$ cat src/logic/lcd_pkg.sv
`default_nettype none

package lcd_pkg;

    // Bus widths
    localparam int LCD_BYTE_W = 8;
    localparam int AXI_ADDR_W = 4;
    localparam int AXI_DATA_W = 32;

    // DC pin levels
    localparam logic DC_CMD  = 1'b0;
    localparam logic DC_DATA = 1'b1;

    // ILI9341 command codes used by the init table
    localparam logic [7:0] CMD_SW_RESET     = 8'h01;
    localparam logic [7:0] CMD_SLEEP_OUT    = 8'h11;
    localparam logic [7:0] CMD_GAMMA_SET    = 8'h26;
    localparam logic [7:0] CMD_DISP_OFF     = 8'h28;
    localparam logic [7:0] CMD_DISP_ON      = 8'h29;
    localparam logic [7:0] CMD_COL_ADDR     = 8'h2A;
    localparam logic [7:0] CMD_PAGE_ADDR    = 8'h2B;
    localparam logic [7:0] CMD_MEM_WRITE    = 8'h2C;
    localparam logic [7:0] CMD_MEM_ACCESS   = 8'h36;
    localparam logic [7:0] CMD_PIXEL_FORMAT = 8'h3A;
    localparam logic [7:0] CMD_RGB_IF_CTRL  = 8'hB0;
    localparam logic [7:0] CMD_FRAME_CTRL   = 8'hB1;
    localparam logic [7:0] CMD_BLANK_PORCH  = 8'hB5;
    localparam logic [7:0] CMD_DISP_FUNC    = 8'hB6;
    localparam logic [7:0] CMD_PWR_CTRL1    = 8'hC0;
    localparam logic [7:0] CMD_PWR_CTRL2    = 8'hC1;
    localparam logic [7:0] CMD_VCOM_CTRL1   = 8'hC5;
    localparam logic [7:0] CMD_VCOM_CTRL2   = 8'hC7;
    localparam logic [7:0] CMD_POS_GAMMA    = 8'hE0;
    localparam logic [7:0] CMD_NEG_GAMMA    = 8'hE1;
    localparam logic [7:0] CMD_IF_CTRL      = 8'hF6;

    // Interface setup values
    localparam logic [7:0] PIX_RGB18     = 8'h66;
    localparam logic [7:0] IF_MODE_RGB   = 8'h06;
    localparam logic [7:0] RGB_IF_SELECT = 8'h40;

    // Init table with DC in bit 8
    localparam int INIT_SIZE  = 71;
    localparam int INIT_IDX_W = $clog2(INIT_SIZE);

    localparam logic [8:0] INIT_TABLE [INIT_SIZE] = '{
        {DC_CMD,  CMD_SW_RESET},
        {DC_CMD,  CMD_DISP_OFF},
        {DC_CMD,  CMD_PIXEL_FORMAT},
        {DC_DATA, PIX_RGB18},
        {DC_CMD,  CMD_PWR_CTRL1},
        {DC_DATA, 8'h01},
        {DC_CMD,  CMD_PWR_CTRL2},
        {DC_DATA, 8'h00},
        {DC_CMD,  CMD_VCOM_CTRL1},
        {DC_DATA, 8'h3E}, {DC_DATA, 8'h28},
        {DC_CMD,  CMD_VCOM_CTRL2},
        {DC_DATA, 8'h86},
        {DC_CMD,  CMD_MEM_ACCESS},
        {DC_DATA, 8'h14},
        {DC_CMD,  CMD_FRAME_CTRL},
        {DC_DATA, 8'h00}, {DC_DATA, 8'h1F},
        {DC_CMD,  CMD_DISP_FUNC},
        {DC_DATA, 8'h0A}, {DC_DATA, 8'hA2}, {DC_DATA, 8'h27}, {DC_DATA, 8'h04},
        {DC_CMD,  CMD_GAMMA_SET},
        {DC_DATA, 8'h01},
        {DC_CMD,  CMD_POS_GAMMA},
        {DC_DATA, 8'h0F}, {DC_DATA, 8'h31}, {DC_DATA, 8'h2B}, {DC_DATA, 8'h0C},
        {DC_DATA, 8'h0E}, {DC_DATA, 8'h10}, {DC_DATA, 8'h03}, {DC_DATA, 8'h0E},
        {DC_DATA, 8'h09}, {DC_DATA, 8'h00},
        {DC_CMD,  CMD_NEG_GAMMA},
        {DC_DATA, 8'h00}, {DC_DATA, 8'h0E}, {DC_DATA, 8'h14}, {DC_DATA, 8'h03},
        {DC_DATA, 8'h11}, {DC_DATA, 8'h0F}, {DC_DATA, 8'h0C}, {DC_DATA, 8'h31},
        {DC_DATA, 8'h36}, {DC_DATA, 8'h0F},
        {DC_CMD,  CMD_IF_CTRL},
        {DC_DATA, 8'h01}, {DC_DATA, 8'h10}, {DC_DATA, IF_MODE_RGB},
        {DC_CMD,  CMD_RGB_IF_CTRL},
        {DC_DATA, RGB_IF_SELECT},
        {DC_CMD,  CMD_BLANK_PORCH},
        {DC_DATA, 8'h04},                   // VFP
        {DC_DATA, 8'h02},                   // VBP
        {DC_DATA, 8'h10},                   // HFP
        {DC_DATA, 8'h18},                   // HBP
        {DC_CMD,  CMD_COL_ADDR},
        {DC_DATA, 8'h00}, {DC_DATA, 8'h00}, {DC_DATA, 8'h00}, {DC_DATA, 8'hF0},
        {DC_CMD,  CMD_PAGE_ADDR},
        {DC_DATA, 8'h00}, {DC_DATA, 8'h00}, {DC_DATA, 8'h01}, {DC_DATA, 8'h40},
        {DC_CMD,  CMD_SLEEP_OUT},
        {DC_CMD,  CMD_DISP_ON},
        {DC_CMD,  CMD_MEM_WRITE}            // Leaves panel ready for pixels
    };

    // Idle cycles after each table entry
    localparam int SETTLE_CYCLES = 16;  // Raised for silicon
    localparam int SETTLE_W      = $clog2(SETTLE_CYCLES + 1);

    // Bus writer strobe states
    localparam logic [1:0] WR_IDLE   = 2'd0;
    localparam logic [1:0] WR_STROBE = 2'd1;
    localparam logic [1:0] WR_HOLD   = 2'd2;

    // Register map
    localparam logic [AXI_ADDR_W-1:0] REG_STATUS = 4'h0;
    localparam logic [AXI_ADDR_W-1:0] REG_BYTE   = 4'h4;
    localparam logic [AXI_ADDR_W-1:0] REG_PIXEL  = 4'h8;

    localparam logic [1:0] RESP_OKAY   = 2'b00;
    localparam logic [1:0] RESP_SLVERR = 2'b10;

    // Write word whose view follows the register address
    typedef union packed {
        struct packed {
            logic [22:0] rsvd;
            logic        dc;
            logic [7:0]  value;
        } byte_v;
        struct packed {
            logic [15:0] rsvd;
            logic [15:0] rgb565;
        } pixel_v;
    } lcd_tx_word_u;

endpackage

`default_nettype wire
$ cat src/logic/lcd_byte_if.sv
`timescale 1ns/10ps
`default_nettype none

interface lcd_byte_if import lcd_pkg::*; ();

    logic                  valid;
    logic                  ready;
    logic                  dc;      // 0 command, 1 data
    logic [LCD_BYTE_W-1:0] data;

    modport src (
        output valid,
        output dc,
        output data,
        input  ready
    );

    modport dst (
        input  valid,
        input  dc,
        input  data,
        output ready
    );

endinterface

`default_nettype wire

$ cat src/logic/lcd_ctrl_top.sv
`timescale 1ns/10ps
`default_nettype none

module lcd_ctrl_top import lcd_pkg::*; (
    input  wire logic                    iVCLK,
    input  wire logic                    iVRST,
    input  wire logic                    awvalid,
    output logic                         awready,
    input  wire logic [AXI_ADDR_W-1:0]   awaddr,
    input  wire logic                    wvalid,
    output logic                         wready,
    input  wire logic [AXI_DATA_W-1:0]   wdata,
    input  wire logic [AXI_DATA_W/8-1:0] wstrb,
    output logic                         bvalid,
    input  wire logic                    bready,
    output logic [1:0]                   bresp,
    input  wire logic                    arvalid,
    output logic                         arready,
    input  wire logic [AXI_ADDR_W-1:0]   araddr,
    output logic                         rvalid,
    input  wire logic                    rready,
    output logic [AXI_DATA_W-1:0]        rdata,
    output logic [1:0]                   rresp,
    output logic [LCD_BYTE_W-1:0]        lcd_data,
    output logic                         lcd_dc,
    output logic                         lcd_wr_n,
    output logic                         init_done
);

    lcd_byte_if init_bytes ();
    lcd_byte_if host_bytes ();

    lcd_axil_regs u_regs (
        .iVCLK      (iVCLK),
        .iVRST      (iVRST),
        .awvalid    (awvalid),
        .awready    (awready),
        .awaddr     (awaddr),
        .wvalid     (wvalid),
        .wready     (wready),
        .wdata      (wdata),
        .wstrb      (wstrb),
        .bvalid     (bvalid),
        .bready     (bready),
        .bresp      (bresp),
        .arvalid    (arvalid),
        .arready    (arready),
        .araddr     (araddr),
        .rvalid     (rvalid),
        .rready     (rready),
        .rdata      (rdata),
        .rresp      (rresp),
        .init_done  (init_done),
        .host_bytes (host_bytes.src)
    );

    lcd_init_seq u_init_seq (
        .iVCLK      (iVCLK),
        .iVRST      (iVRST),
        .init_bytes (init_bytes.src),
        .init_done  (init_done)
    );

    lcd_bus_writer u_bus_writer (
        .iVCLK      (iVCLK),
        .iVRST      (iVRST),
        .init_done  (init_done),
        .init_bytes (init_bytes.dst),
        .host_bytes (host_bytes.dst),
        .lcd_data   (lcd_data),
        .lcd_dc     (lcd_dc),
        .lcd_wr_n   (lcd_wr_n)
    );

endmodule

`default_nettype wire

$ cat src/logic/lcd_bus_writer.sv
`timescale 1ns/10ps
`default_nettype none

module lcd_bus_writer import lcd_pkg::*; (
    input  wire logic              iVCLK,
    input  wire logic              iVRST,
    input  wire logic              init_done,
    lcd_byte_if.dst                init_bytes,
    lcd_byte_if.dst                host_bytes,
    output logic [LCD_BYTE_W-1:0]  lcd_data,
    output logic                   lcd_dc,
    output logic                   lcd_wr_n
);

    logic [1:0]            state;
    logic                  idle;
    logic                  take;
    logic                  sel_dc;
    logic [LCD_BYTE_W-1:0] sel_data;

    assign idle = (state == WR_IDLE);

    // Host stream waits for the init table to finish
    assign init_bytes.ready = idle && !init_done;
    assign host_bytes.ready = idle && init_done;

    assign take     = init_done ? (host_bytes.valid && host_bytes.ready)
                                : (init_bytes.valid && init_bytes.ready);
    assign sel_dc   = init_done ? host_bytes.dc : init_bytes.dc;
    assign sel_data = init_done ? host_bytes.data : init_bytes.data;

    always_ff @(posedge iVCLK) begin
        if (iVRST) begin
            state    <= WR_IDLE;
            lcd_wr_n <= 1'b1;
            lcd_dc   <= 1'b0;
            lcd_data <= '0;
        end else begin
            case (state)
                WR_IDLE: begin
                    if (take) begin
                        state    <= WR_STROBE;
                        lcd_wr_n <= 1'b0;   // Pins and strobe together
                        lcd_dc   <= sel_dc;
                        lcd_data <= sel_data;
                    end
                end
                WR_STROBE: begin
                    state    <= WR_HOLD;
                    lcd_wr_n <= 1'b1;       // Panel latches on this edge
                end
                WR_HOLD: begin
                    state <= WR_IDLE;       // Hold cycle after the rising edge
                end
                default: begin
                    state    <= WR_IDLE;
                    lcd_wr_n <= 1'b1;
                end
            endcase
        end
    end

endmodule

`default_nettype wire

$ cat src/logic/lcd_init_seq.sv
`timescale 1ns/10ps
`default_nettype none

module lcd_init_seq import lcd_pkg::*; (
    input  wire logic iVCLK,
    input  wire logic iVRST,
    lcd_byte_if.src   init_bytes,
    output logic      init_done
);

    logic [INIT_IDX_W-1:0] idx;
    logic [SETTLE_W-1:0]   settle_cnt;
    logic                  settling;
    logic                  last_entry;

    assign last_entry = (idx == INIT_IDX_W'(INIT_SIZE - 1));

    // Entry held steady until the writer takes it
    assign init_bytes.valid = !settling && !init_done;
    assign init_bytes.dc    = INIT_TABLE[idx][8];
    assign init_bytes.data  = INIT_TABLE[idx][7:0];

    always_ff @(posedge iVCLK) begin
        if (iVRST) begin
            idx        <= '0;
            settle_cnt <= '0;
            settling   <= 1'b0;
            init_done  <= 1'b0;
        end else if (settling) begin
            if (settle_cnt == '0) begin
                settling <= 1'b0;
                if (last_entry)
                    init_done <= 1'b1;          // Sticky until reset
                else
                    idx <= idx + 1'b1;
            end else begin
                settle_cnt <= settle_cnt - 1'b1;
            end
        end else if (init_bytes.valid && init_bytes.ready) begin
            settling   <= 1'b1;
            settle_cnt <= SETTLE_W'(SETTLE_CYCLES - 1);
        end
    end

endmodule

`default_nettype wire

$ cat src/logic/lcd_axil_regs.sv
`timescale 1ns/10ps
`default_nettype none

module lcd_axil_regs import lcd_pkg::*; (
    input  wire logic                    iVCLK,
    input  wire logic                    iVRST,
    input  wire logic                    awvalid,
    output logic                         awready,
    input  wire logic [AXI_ADDR_W-1:0]   awaddr,
    input  wire logic                    wvalid,
    output logic                         wready,
    input  wire logic [AXI_DATA_W-1:0]   wdata,
    input  wire logic [AXI_DATA_W/8-1:0] wstrb,    // Full-word writes only
    output logic                         bvalid,
    input  wire logic                    bready,
    output logic [1:0]                   bresp,
    input  wire logic                    arvalid,
    output logic                         arready,
    input  wire logic [AXI_ADDR_W-1:0]   araddr,
    output logic                         rvalid,
    input  wire logic                    rready,
    output logic [AXI_DATA_W-1:0]        rdata,
    output logic [1:0]                   rresp,
    input  wire logic                    init_done,
    lcd_byte_if.src                      host_bytes
);

    lcd_tx_word_u          tx_word;
    logic                  wr_take;
    logic                  wr_byte;
    logic                  wr_pixel;
    logic                  rd_take;
    logic                  host_hs;
    logic                  tx_pending;
    logic [1:0]            q_vld;      // Slot 0 offered while slot 1 waits
    logic [1:0]            q_dc;
    logic [LCD_BYTE_W-1:0] q_data [2];

    assign tx_word  = wdata;
    assign wr_byte  = (awaddr == REG_BYTE);
    assign wr_pixel = (awaddr == REG_PIXEL);
    assign wr_take  = awvalid && wvalid && !tx_pending && !bvalid;
    assign awready  = wr_take;
    assign wready   = wr_take;
    assign arready  = !rvalid;
    assign rd_take  = arvalid && !rvalid;

    assign tx_pending       = |q_vld;
    assign host_bytes.valid = q_vld[0];
    assign host_bytes.dc    = q_dc[0];
    assign host_bytes.data  = q_data[0];
    assign host_hs          = host_bytes.valid && host_bytes.ready;

    always_ff @(posedge iVCLK) begin
        if (iVRST) begin
            q_vld  <= 2'b00;
            bvalid <= 1'b0;
            rvalid <= 1'b0;
        end else begin
            if (wr_take) begin
                bvalid <= 1'b1;
                if (wr_byte)
                    q_vld <= 2'b01;
                else if (wr_pixel)
                    q_vld <= 2'b11;             // High byte then low byte
            end else if (bvalid && bready) begin
                bvalid <= 1'b0;
            end
            if (host_hs)
                q_vld <= {1'b0, q_vld[1]};      // Queue is empty whenever wr_take is high
            if (rd_take)
                rvalid <= 1'b1;
            else if (rready)
                rvalid <= 1'b0;
        end
    end

    always_ff @(posedge iVCLK) begin
        if (wr_take) begin
            bresp <= (wr_byte || wr_pixel) ? RESP_OKAY : RESP_SLVERR;
            if (wr_byte) begin
                q_dc[0]   <= tx_word.byte_v.dc;
                q_data[0] <= tx_word.byte_v.value;
            end else if (wr_pixel) begin
                q_dc      <= {DC_DATA, DC_DATA};
                q_data[0] <= tx_word.pixel_v.rgb565[15:8];
                q_data[1] <= tx_word.pixel_v.rgb565[7:0];
            end
        end else if (host_hs) begin
            q_dc[0]   <= q_dc[1];
            q_data[0] <= q_data[1];
        end
        if (rd_take) begin
            if (araddr == REG_STATUS) begin
                rdata <= {{(AXI_DATA_W-2){1'b0}}, tx_pending, init_done};
                rresp <= RESP_OKAY;
            end else begin
                rdata <= '0;
                rresp <= RESP_SLVERR;
            end
        end
    end

endmodule

`default_nettype wire

$ cat config.mk
export PLATFORM = sky130hd
export DESIGN_NAME = lcd_ctrl_top
export DESIGN_NICKNAME = d
export VERILOG_FILES = /design/src/logic/lcd_pkg.sv /design/src/logic/lcd_byte_if.sv /design/src/logic/lcd_ctrl_top.sv /design/src/logic/lcd_bus_writer.sv /design/src/logic/lcd_init_seq.sv /design/src/logic/lcd_axil_regs.sv
export SDC_FILE = /design/constraint.sdc
export NUM_CORES = 1
export LEC_CHECK = 0
export BUFFER_PORTS_ARGS = -buffer_cell sky130_fd_sc_hd__buf_4
export CAP_MARGIN = 10
export CORE_MARGIN = 1
export CORE_UTILIZATION = 41
export DETAILED_ROUTE_END_ITERATION = 7
export PLACE_DENSITY_LB_ADDON = 0.08
export SLEW_MARGIN = 20
export SYNTH_ARGS = -nofsm -noshare
export SYNTH_HDL_FRONTEND = slang
export SYNTH_SLANG_ARGS = --single-unit
export TNS_END_PERCENT = 1
$ cat constraint.sdc
create_clock -name iVCLK -period 2.85 [get_ports iVCLK]
set_input_delay 0.285 -clock iVCLK [delete_from_list [all_inputs] [get_ports iVCLK]]
set_output_delay 0.285 -clock iVCLK [all_outputs]
set_load 0.02 [all_outputs]
# [Word-level counts from Yosys, hierarchy flattened]
# Memory sizes are Yosys's and may differ from the RTL's.
# Index checks and enable logic that the tools add are counted.
[word_totals] output_inout_bits=52 ram_bits=16 reg_bits=67 rom_bits=1152 mem_count=2 in_bits=51
[mem_list] name="(name not given)" words=128 word_bits=9 read_ports=1 rd_clocked_by_memory_dff=0 write_ports=0 line="lcd_init_seq.sv:20" source="assign init_bytes.dc = INIT_TABLE[idx][8];"
[mem_list] name="u_regs.q_data" words=2 word_bits=8 read_ports=2 rd_clocked_by_memory_dff=0 write_ports=2 line="lcd_axil_regs.sv:37" source="logic [LCD_BYTE_W-1:0] q_data [2];"
[classes] bitwise=5 n_addsub=2 n_reduce_logical=35 muxes=41 eq_ne=8 magnitude_cmp=1
[op_table] op="2-to-1 mux 1 bit" n=26
[op_table] op="2-to-1 mux 8 bit" n=3
[op_table] op="2-to-1 mux 9 bit" n=2
[op_table] op="2-to-1 mux 5 bit" n=3
[op_table] op="AND reduction 2 bit" n=6
[op_table] op="logical AND 1 bit" n=10
[op_table] op="2-to-1 mux 2 bit" n=5
[op_table] op="nonzero test 2 bit" n=5
[op_table] op="greater-or-equal comparator 8 bit, second input constant" n=1
[op_table] op="inverter 7 -> 8 bit" n=1
[op_table] op="adder 7 x 1 -> 7 bit, second input constant" n=1
[op_table] op="== test 7 bit, second input constant" n=1
[op_table] op="AND reduction 3 bit" n=2
[op_table] op="logical NOT 1 bit" n=5
[op_table] op="logical NOT 5 bit" n=1
[op_table] op="subtractor 5 x 1 -> 5 bit, second input constant" n=1
[op_table] op="== test 4 x 3 -> 1 bit, second input constant" n=1
[op_table] op="== test 4 bit, second input constant" n=1
[op_table] op="logical NOT 4 bit" n=1
[op_table] op="!= test 2 bit, second input constant" n=2
[op_table] op="one-hot mux 2 bit (2 select lines)" n=1
[op_table] op="OR reduction 2 bit" n=2
[op_table] op="!= test 3 x 1 -> 1 bit, second input constant" n=1
[op_table] op="nonzero test 3 bit" n=1
[op_table] op="other kinds (7)" n=9

# [Logic depth before layout (Yosys ltp)]
# Gate-level depths: netlist (run 1).
[logic_depth] ltp_word=8 depth_mapped=9 ltp_nobuf=7

# [Cells and area by module]
# Synthesis (run 1) repeated with hierarchy kept, for this count alone.
[hier_totals] cells_unflattened=407 hier_area_um2=3691.0
[modules_own_cells] mod="lcd_init_seq" area_per_inst_um2=1790.5 cells_each=244 instances=1
[modules_own_cells] mod="lcd_axil_regs" area_per_inst_um2=1312.5 cells_each=110 instances=1
[modules_own_cells] mod="lcd_bus_writer" area_per_inst_um2=588.1 cells_each=53 instances=1

# [Worst setup path before layout (run 1)]
# OpenSTA, ideal clock, no wires.
[synth_path] kind="reg2reg" from="reg u_init_seq.idx[0]" to="reg u_init_seq.idx[3]" arrival_time_ns=2.166 required_time_ns=2.779 path_slack_ns=0.613 path_buffers=2 setup_ns=0.071 stages_incl_launch_ff=9 cell_sequence="dfxtp_1 clkbuf_1 inv_1 ha_1 clkbuf_1 nor4b_1 a211o_4 or3_1 a21oi_1"
[synth_via] elab_chain_len=3 elab_cells_between_ends=4 cone_classes="add/sub (1); eq/ne (1); bitwise (1); reduce/logical (1)"
[synth_lines] element="from (decl)" line="lcd_init_seq.sv:11" source="logic [INIT_IDX_W-1:0] idx;"
[synth_lines] element="from (signal assigned)" line="lcd_init_seq.sv:35" source="idx <= idx + 1'b1;"
[synth_lines] element="parallel branches: the longest is 3 deep, another holds adder 7 x 1 -> 7 bit"
# Parallel ways; which one is timed is not known.
# A chain may end at the register's enable or synchronous reset.

# [Worst setup path after layout (run 1)]
[layout_path] from="reg u_init_seq.idx[0]" to="reg u_bus_writer.lcd_data[7]"
[layout_via] elab_chain_len=5
[layout_lines] element="inverter 7 -> 8 bit (implied by the code)" line="lcd_init_seq.sv:21" source="assign init_bytes.data = INIT_TABLE[idx][7:0];"
[layout_lines] element="memory (128 x 9 bit)"
[layout_lines] element="2-to-1 mux 9 bit (2 in series)"
[layout_lines] element="2-to-1 mux 8 bit" line="lcd_bus_writer.sv:30" source="assign sel_data = init_done ? host_bytes.data : init_bytes.data;"
[layout_lines] element="to (signal assigned)" line="lcd_bus_writer.sv:45" source="lcd_data <= sel_data;"
[layout_lines] element="to (decl)" line="lcd_bus_writer.sv:10" source="output logic [LCD_BYTE_W-1:0] lcd_data,"
# Every way passes these cells. The select of a mux whose other input is x is not followed.

==> impl_metrics.py, run 1 <==
metrics = {
    "finish": {
        "antennaDiodeCount": 0,
        "multi_input_area_um2": 1910,
        "syn_to_final_growth_pct": 13.4,
        "drive_gt1_share_pct": 18.0,
        "nets": 503,
        "seqCellArea_um2": 1230,
        "fillCellCount": 806,
    },
    "critical_path": {
        "slowest_stage": "or4b_2",
        "path_class": "reg2reg",
        "crit_fanout": 9,
        "critPathTopFamily": "simple AND/OR/NAND/NOR gates",
        "worstPathRequired_ns": 3.08,
        "critPathMaxStageDelay_ns": 0.61,
        "critPathArrivalTime_ns": 2.46,
        "crit_path_cell_trace": "inv_1, ha_1, or4b_2, o311ai_0, o221ai_1, a211oi_1",
        "path_buf_inv": 1,
        "cp-end-kind": "register",
        "critPathLaunchType": "register",
    },
    "sta": {
        "finalCritPeriodShare_pct": 78.4,
        "fmax_mhz": 448,
        "final_max_slew_viol_count": 0,
        "worst_slew_pin_slew_ns": 0.949,
        "hold-worst-slack_ns": 0.155,
        "hold_viol": 0,
        "setup_tns_ns": 0,
        "skew_ns": 0.0100,
        "setup_viol": 0,
        "rsz0062_at_grt": "false",
        "slew_headroom_pct": 36.1,
        "period_minus_slack_ns": 2.23,
    },
    "floorplan": {
        "die-area_um2": 8780,
        "start_util_pct": 42.2,
        "io_pins": 103,
        "die_h_um": 93.7,
        "fp.dieW_um": 93.7,
        "num_rows": 33,
        "core-area_um2": 8180,
    },
    "global_routing": {
        "grtUsageMet2_pct": 31.5,
        "grt_pass1_wl_mm": 13.3,
        "busiest_layer": "met2",
        "grt_use_met1_pct": 26.9,
        "gr-usage-met3_pct": 2.83,
        "grt_usage_pct": 19.4,
        "antenna_found_initial": 0,
        "grt_start_max_net_pins": 39,
        "overflow": 0,
        "grt_pass1_vias": 2688,
    },
    "power_and_ir_drop": {
        "power_leakage_nw": 1.52,
        "peakVddDrop_uv": 227,
        "p_int_mw": 1.22,
        "power.switching_mw": 0.624,
        "power.density_nw_per_um2": 472,
        "pwr-share-seq_pct": 46.8,
        "p_comb_share_pct": 29.8,
        "p_sw_share_pct": 33.8,
        "pwr-share-clk_pct": 23.4,
    },
    "route": {
        "avgRoutedWirePerCell_um": 15.3,
        "drt_wl_total_mm": 8.42,
        "vias": 2987,
        "antenna_left": 0,
        "drc": 0,
        "first_pass_iters": 4,
        "dr.first_iter.drc_count": 178,
        "via_per_inst": 5.44,
    },
    "cts": {
        "cts_setup_buffers": 0,
        "insertion_delay_ns": 0.31,
        "hold_buffers": 0,
        "tritoncts": "done",
        "numCtsBuffers": 5,
        "cts_sinks": 51,
        "cts.clk_slew.worst_paths_ns": 0.10,
        "clock_path_buffers": 2,
        "ctsResizeCount": 0,
        "ctsHtreeMaxLevel": 2,
        "cts-root-buf": "clkbuf_8",
    },
    "outcome": {
        "status": "finished clean",
    },
    "synth": {
        "syn_area_um2": 3450,
        "synth-seq-cells": 51,
        "synth_cell_types": 61,
        "yosysTopAreaCellShare_pct": 18.3,
        "yosysTopAreaCell": "edfxtp_1",
        "synth_cells": 406,
        "synth-async-reset-ratio_pct": 0,
        "synth-edff-count": 21,
        "synth_area_leaders": "edfxtp_1, dfxtp_1, buf_4, nor2_1, a211oi_1",
        "synthFlopType": "dfxtp_1",
        "syn_avg_cell_area_um2": 8.50,
        "synth-seq-area-share_pct": 35.7,
        "ys_warn_count": 0,
    },
    "place": {
        "gp_congestion": 0.923,
        "hpwl_mm": 6.12,
        "portBuffers": 50,
    },
    "job": {
        "max_cap_viol_count": 0,
    },
    "worst_hold_path": {
        "hp-class": "in2reg",
    },
}
==> cell usage in the layout (no fill, tap or decap), types with 4 or more instances in the layout <==
cell type	n
xnor2_1	4
nor3_1	13
a211oi_1	15
a21oi_1	20
o211ai_1	6
edfxtp_1	21
nor2_1	42
conb_1	32
dfxtp_1	30
mux2i_1	8
a21o_1	9
nand2_1	18
nand2b_1	11
a31oi_1	10
and2_1	4
ha_1	9
nor2b_1	9
clkbuf_8	5
a22o_1	8
buf_4	64
or3_1	4
inv_1	13
xor2_1	4
o221ai_1	4
o21ai_0	13
nand3_1	8
nor4b_1	4
==> flip-flops by register name, summed over array words and instances, names as in the netlist, 2 cells and up <==
| name | cells |
|---|---|
| u_bus_writer.lcd_data | 8 |
| u_bus_writer.state | 2 |
| u_init_seq.idx | 7 |
| u_regs.q_data | 16 |
| u_regs.q_vld | 2 |
| u_regs.rdata | 2 |
| u_init_seq.settle_cnt | 5 |
==> power groups by stage <==
stage	Clock [mW]	Combinational, mW	Sequential, mW
after floorplan	0	0.362	0.921
after global placement	0	0.546	0.881
after detailed placement	0	0.551	0.882
after CTS	0.452	0.553	0.865
after global routing	0.469	0.607	0.874
final	0.431	0.550	0.864
==> synthesized netlist by cell type, drive strengths merged, types with 6 or more instances <==
library cell and number:
buf 43, ha 9, clkbuf 23, a22o 8, a31oi 10, nor2 42
a211oi 15, nand3 8, inv 13, nor2b 9, dfxtp 30, o211ai 6
a21oi 20, edfxtp 21, nand2b 11, nor3 14, o21ai 14, a21o 9
mux2i 8, nand2 18
==> per-layer routing <==
metal  share of wire, %  vias to the layer above
li1                   -                     1495
met5                  0                        -
met3                4.1                        4
met2                 47                       79
met1                 48                     1409
met4               0.69                        0
==> stage by stage <==
step	total power [mW]	utilization (%)	instances	instance area, um^2	setup slack [ns]
CTS	1.87	47.9	549	3910	0.601
global placement	1.43	46.8	541	3820	0.629
global route	1.95	47.9	549	3910	0.459
detailed placement	1.43	46.8	541	3820	0.608
finish	1.85	47.9	549	3910	0.615
floorplan	1.28	-	437	3570	0.613
==> final timing paths <==
kind | start | end | slack [ns] | depth (start not counted)
setup reg to reg | u_init_seq.idx[0] | u_bus_writer.lcd_data[7] | 0.62 | 6
hold reg to reg | u_bus_writer.state[1] | u_bus_writer.state[1] | 0.46 | 1
setup / recovery | u_init_seq.idx[0] | u_bus_writer.lcd_data[7] | 0.62 | 6
hold / removal | rready | u_regs.rvalid | 0.16 | 2
==> cell families (layout without fill, tap and decap cells) <==
family          after synthesis  count (layout)  synth area share (%)
simple gates                136             136                  20.6
compound gates              113             113                  23.2
flops                        51              51                  35.7
buf+inv                      79              86                  12.4
mux                           9               9                  2.65
fa+ha+maj                     9               9                  3.26
other cells                   1              32                 0.109
xor+xnor                      8               8                  2.03
==> layout make-up <==
class,instances,area share (%)
Clock buffer,5,1.76
Clock inverter,3,0.480
Inverter,13,1.25
Multi-Input combinational cell,307,48.9
Sequential cell,51,31.5
Tap cell,105,3.36
Timing Repair Buffer,65,12.8
(Power assumes the default switching activity.)
==> run 2, diff against run 1 <==
==> constraint.sdc (replaced) <==
create_clock -name iVCLK -period 1.8 [get_ports iVCLK]
set_input_delay 0.18 -clock iVCLK [delete_from_list [all_inputs] [get_ports iVCLK]]
set_output_delay 0.18 -clock iVCLK [all_outputs]
set_load 0.02 [all_outputs]
==> impl_metrics.py, run 2 (synthesis gave the netlist of run 1 again) <==
metrics = {
    "cts": {
        "cts-root-buf": "clkbuf_8",
        "cts_sinks": 51,
        "ctsHtreeMaxLevel": 2,
        "numCtsBuffers": 5,
        "insertion_delay_ns": 0.31,
        "cts.clk_slew.worst_paths_ns": 0.11,
        "clock_path_buffers": 2,
        "tritoncts": "done",
    },
    "floorplan": {
        "start_util_pct": 42.2,
        "core-area_um2": 8180,
        "die-area_um2": 8780,
        "die_h_um": 93.7,
        "io_pins": 103,
        "num_rows": 33,
        "fp.dieW_um": 93.7,
    },
    "power_and_ir_drop": {
        "peakVddDrop_uv": 349,
        "power_leakage_nw": 1.90,
        "power.density_nw_per_um2": 739,
    },
    "route": {
        "avgRoutedWirePerCell_um": 15.6,
        "vias": 3306,
        "drt_wl_total_mm": 9.61,
        "via_per_inst": 5.37,
        "drc": 0,
        "first_pass_iters": 5,
        "dr.first_iter.drc_count": 138,
        "antenna_left": 0,
    },
    "finish": {
        "largest-register": "u_regs.q_data",
        "fin_area_um2": 4620,
        "largest_reg_flops": 16,
        "top_regs": "u_regs.q_data: 16 flops, u_bus_writer.lcd_data: 8 flops, u_init_seq.idx: 7 flops",
        "drive_gt1_share_pct": 34.1,
        "mostFrequentLayoutCell": "buf_4",
        "multi_input_area_um2": 2060,
        "fillCellCount": 779,
        "nets": 570,
        "seqCellArea_um2": 1240,
        "final_cell_mix": "buf_4, nor2_1, conb_1",
        "syn_to_final_growth_pct": 33.9,
        "antennaDiodeCount": 0,
    },
    "sta": {
        "worst_slew_pin_slew_ns": 0.573,
        "fmax_mhz": 526,
        "period_minus_slack_ns": 1.90,
        "finalCritPeriodShare_pct": 106,
        "hold_viol": 0,
        "final_max_slew_viol_count": 0,
        "setup_tns_ns": -0.737,
        "skew_ns": 0.0112,
        "hold-worst-slack_ns": 0.0548,
        "slew_headroom_pct": 61.8,
        "setup_viol": 12,
        "setup_ws_ns": -0.0999,
        "rsz0062_at_grt": "true",
    },
    "global_routing": {
        "grt_usage_pct": 21.9,
        "grt_pass1_vias": 2977,
        "antenna_found_initial": 0,
        "grt_pass1_wl_mm": 15.0,
        "overflow": 0,
        "grt_start_max_net_pins": 32,
    },
    "worst_hold_path": {
        "hp-class": "in2reg",
    },
    "outcome": {
        "violations": "setup timing",
        "status": "finished with violations",
    },
    "critical_path": {
        "critPathLaunchType": "register",
        "rrSetupSlack_ns": -0.1,
        "worstPathRequired_ns": 2.05,
        "cp-end-kind": "register",
        "crit_fanout": 5,
        "path_class": "reg2reg",
        "critPathArrivalTime_ns": 2.15,
    },
    "place": {
        "portBuffers": 50,
        "hpwl_mm": 7.32,
        "dpl_cell_area_um2": 4360,
        "gp_congestion": 0.944,
    },
    "job": {
        "max_cap_viol_count": 0,
    },
}
run 2: cell count changes in the layout (fill, tap and decap cells not counted), sizes merged:
cell	change
buf	+67
bufinv	+1
clkbuf	+1
clkinv	-2
clkinvlp	+1
inv	-1
run 2: final timing paths:
path	start	endpoint	cells after the start
setup / recovery	u_init_seq.settle_cnt[1]	u_init_seq.idx[3]	6
hold / removal	rready	u_regs.rvalid	2
setup reg to reg	u_init_seq.settle_cnt[1]	u_init_seq.idx[3]	6
hold reg to reg	u_bus_writer.state[1]	u_bus_writer.state[1]	1
run 2: worst max-delay path, stage by stage (launching register included):
cell and delay [ns]:
dfxtp_1 0.34, inv_1 0.08, ha_2 0.18, or4b_4 0.47, a211o_4 0.35, or3_1 0.31
a21oi_1 0.11
run 2: where the power goes:
part / switching [mW] / internal (mW) / total [mW]
Clock: 0.415 / 0.458 / 0.873
Combinational: 0.606 / 0.567 / 1.17
Sequential: 0.0623 / 1.31 / 1.37
Total: 1.08 / 2.33 / 3.41
run 2: layout make-up:
| class | instances | share of cell area (%) |
|---|---|---|
| clock inverter | 2 | 0.840 |
| tap | 105 | 2.84 |
| multi-input combinational | 307 | 44.5 |
| clock buffer | 6 | 1.79 |
| timing repair buffer | 132 | 22.1 |
| sequential | 51 | 26.8 |
| inverter | 13 | 1.14 |
run 2: timing repair:
item	in CTS	in global routing
resized for setup	20	14
hold buffers	0	0
endpoints found under the setup margin	17	16
pin swaps	3	11
buffers inserted	1	0
run 2: metal layers:
| metal | wire, um | GRT usage (%) | share of wire (%) | up-vias |
|---|---|---|---|---|
| li1 | - | - | - | 1616 |
| met5 | 0 | 0 | 0 | - |
| met2 | 4410 | 35.3 | 46 | 100 |
| met3 | 507 | 3.16 | 5.3 | 12 |
| met4 | 98 | 5.38 | 1.0 | 0 |
| met1 | 4590 | 30.6 | 48 | 1578 |
run 2: metrics by stage:
stage,cells,power (mW),setup slack (ns),utilization (%)
after floorplan,437,2.05,-0.197,-
after global placement,607,2.48,-0.303,53.3
after detailed placement,607,2.49,-0.241,53.3
after CTS,616,3.41,-0.116,55.7
after global routing,616,3.60,-0.177,56.5
final,616,3.41,-0.0999,56.5
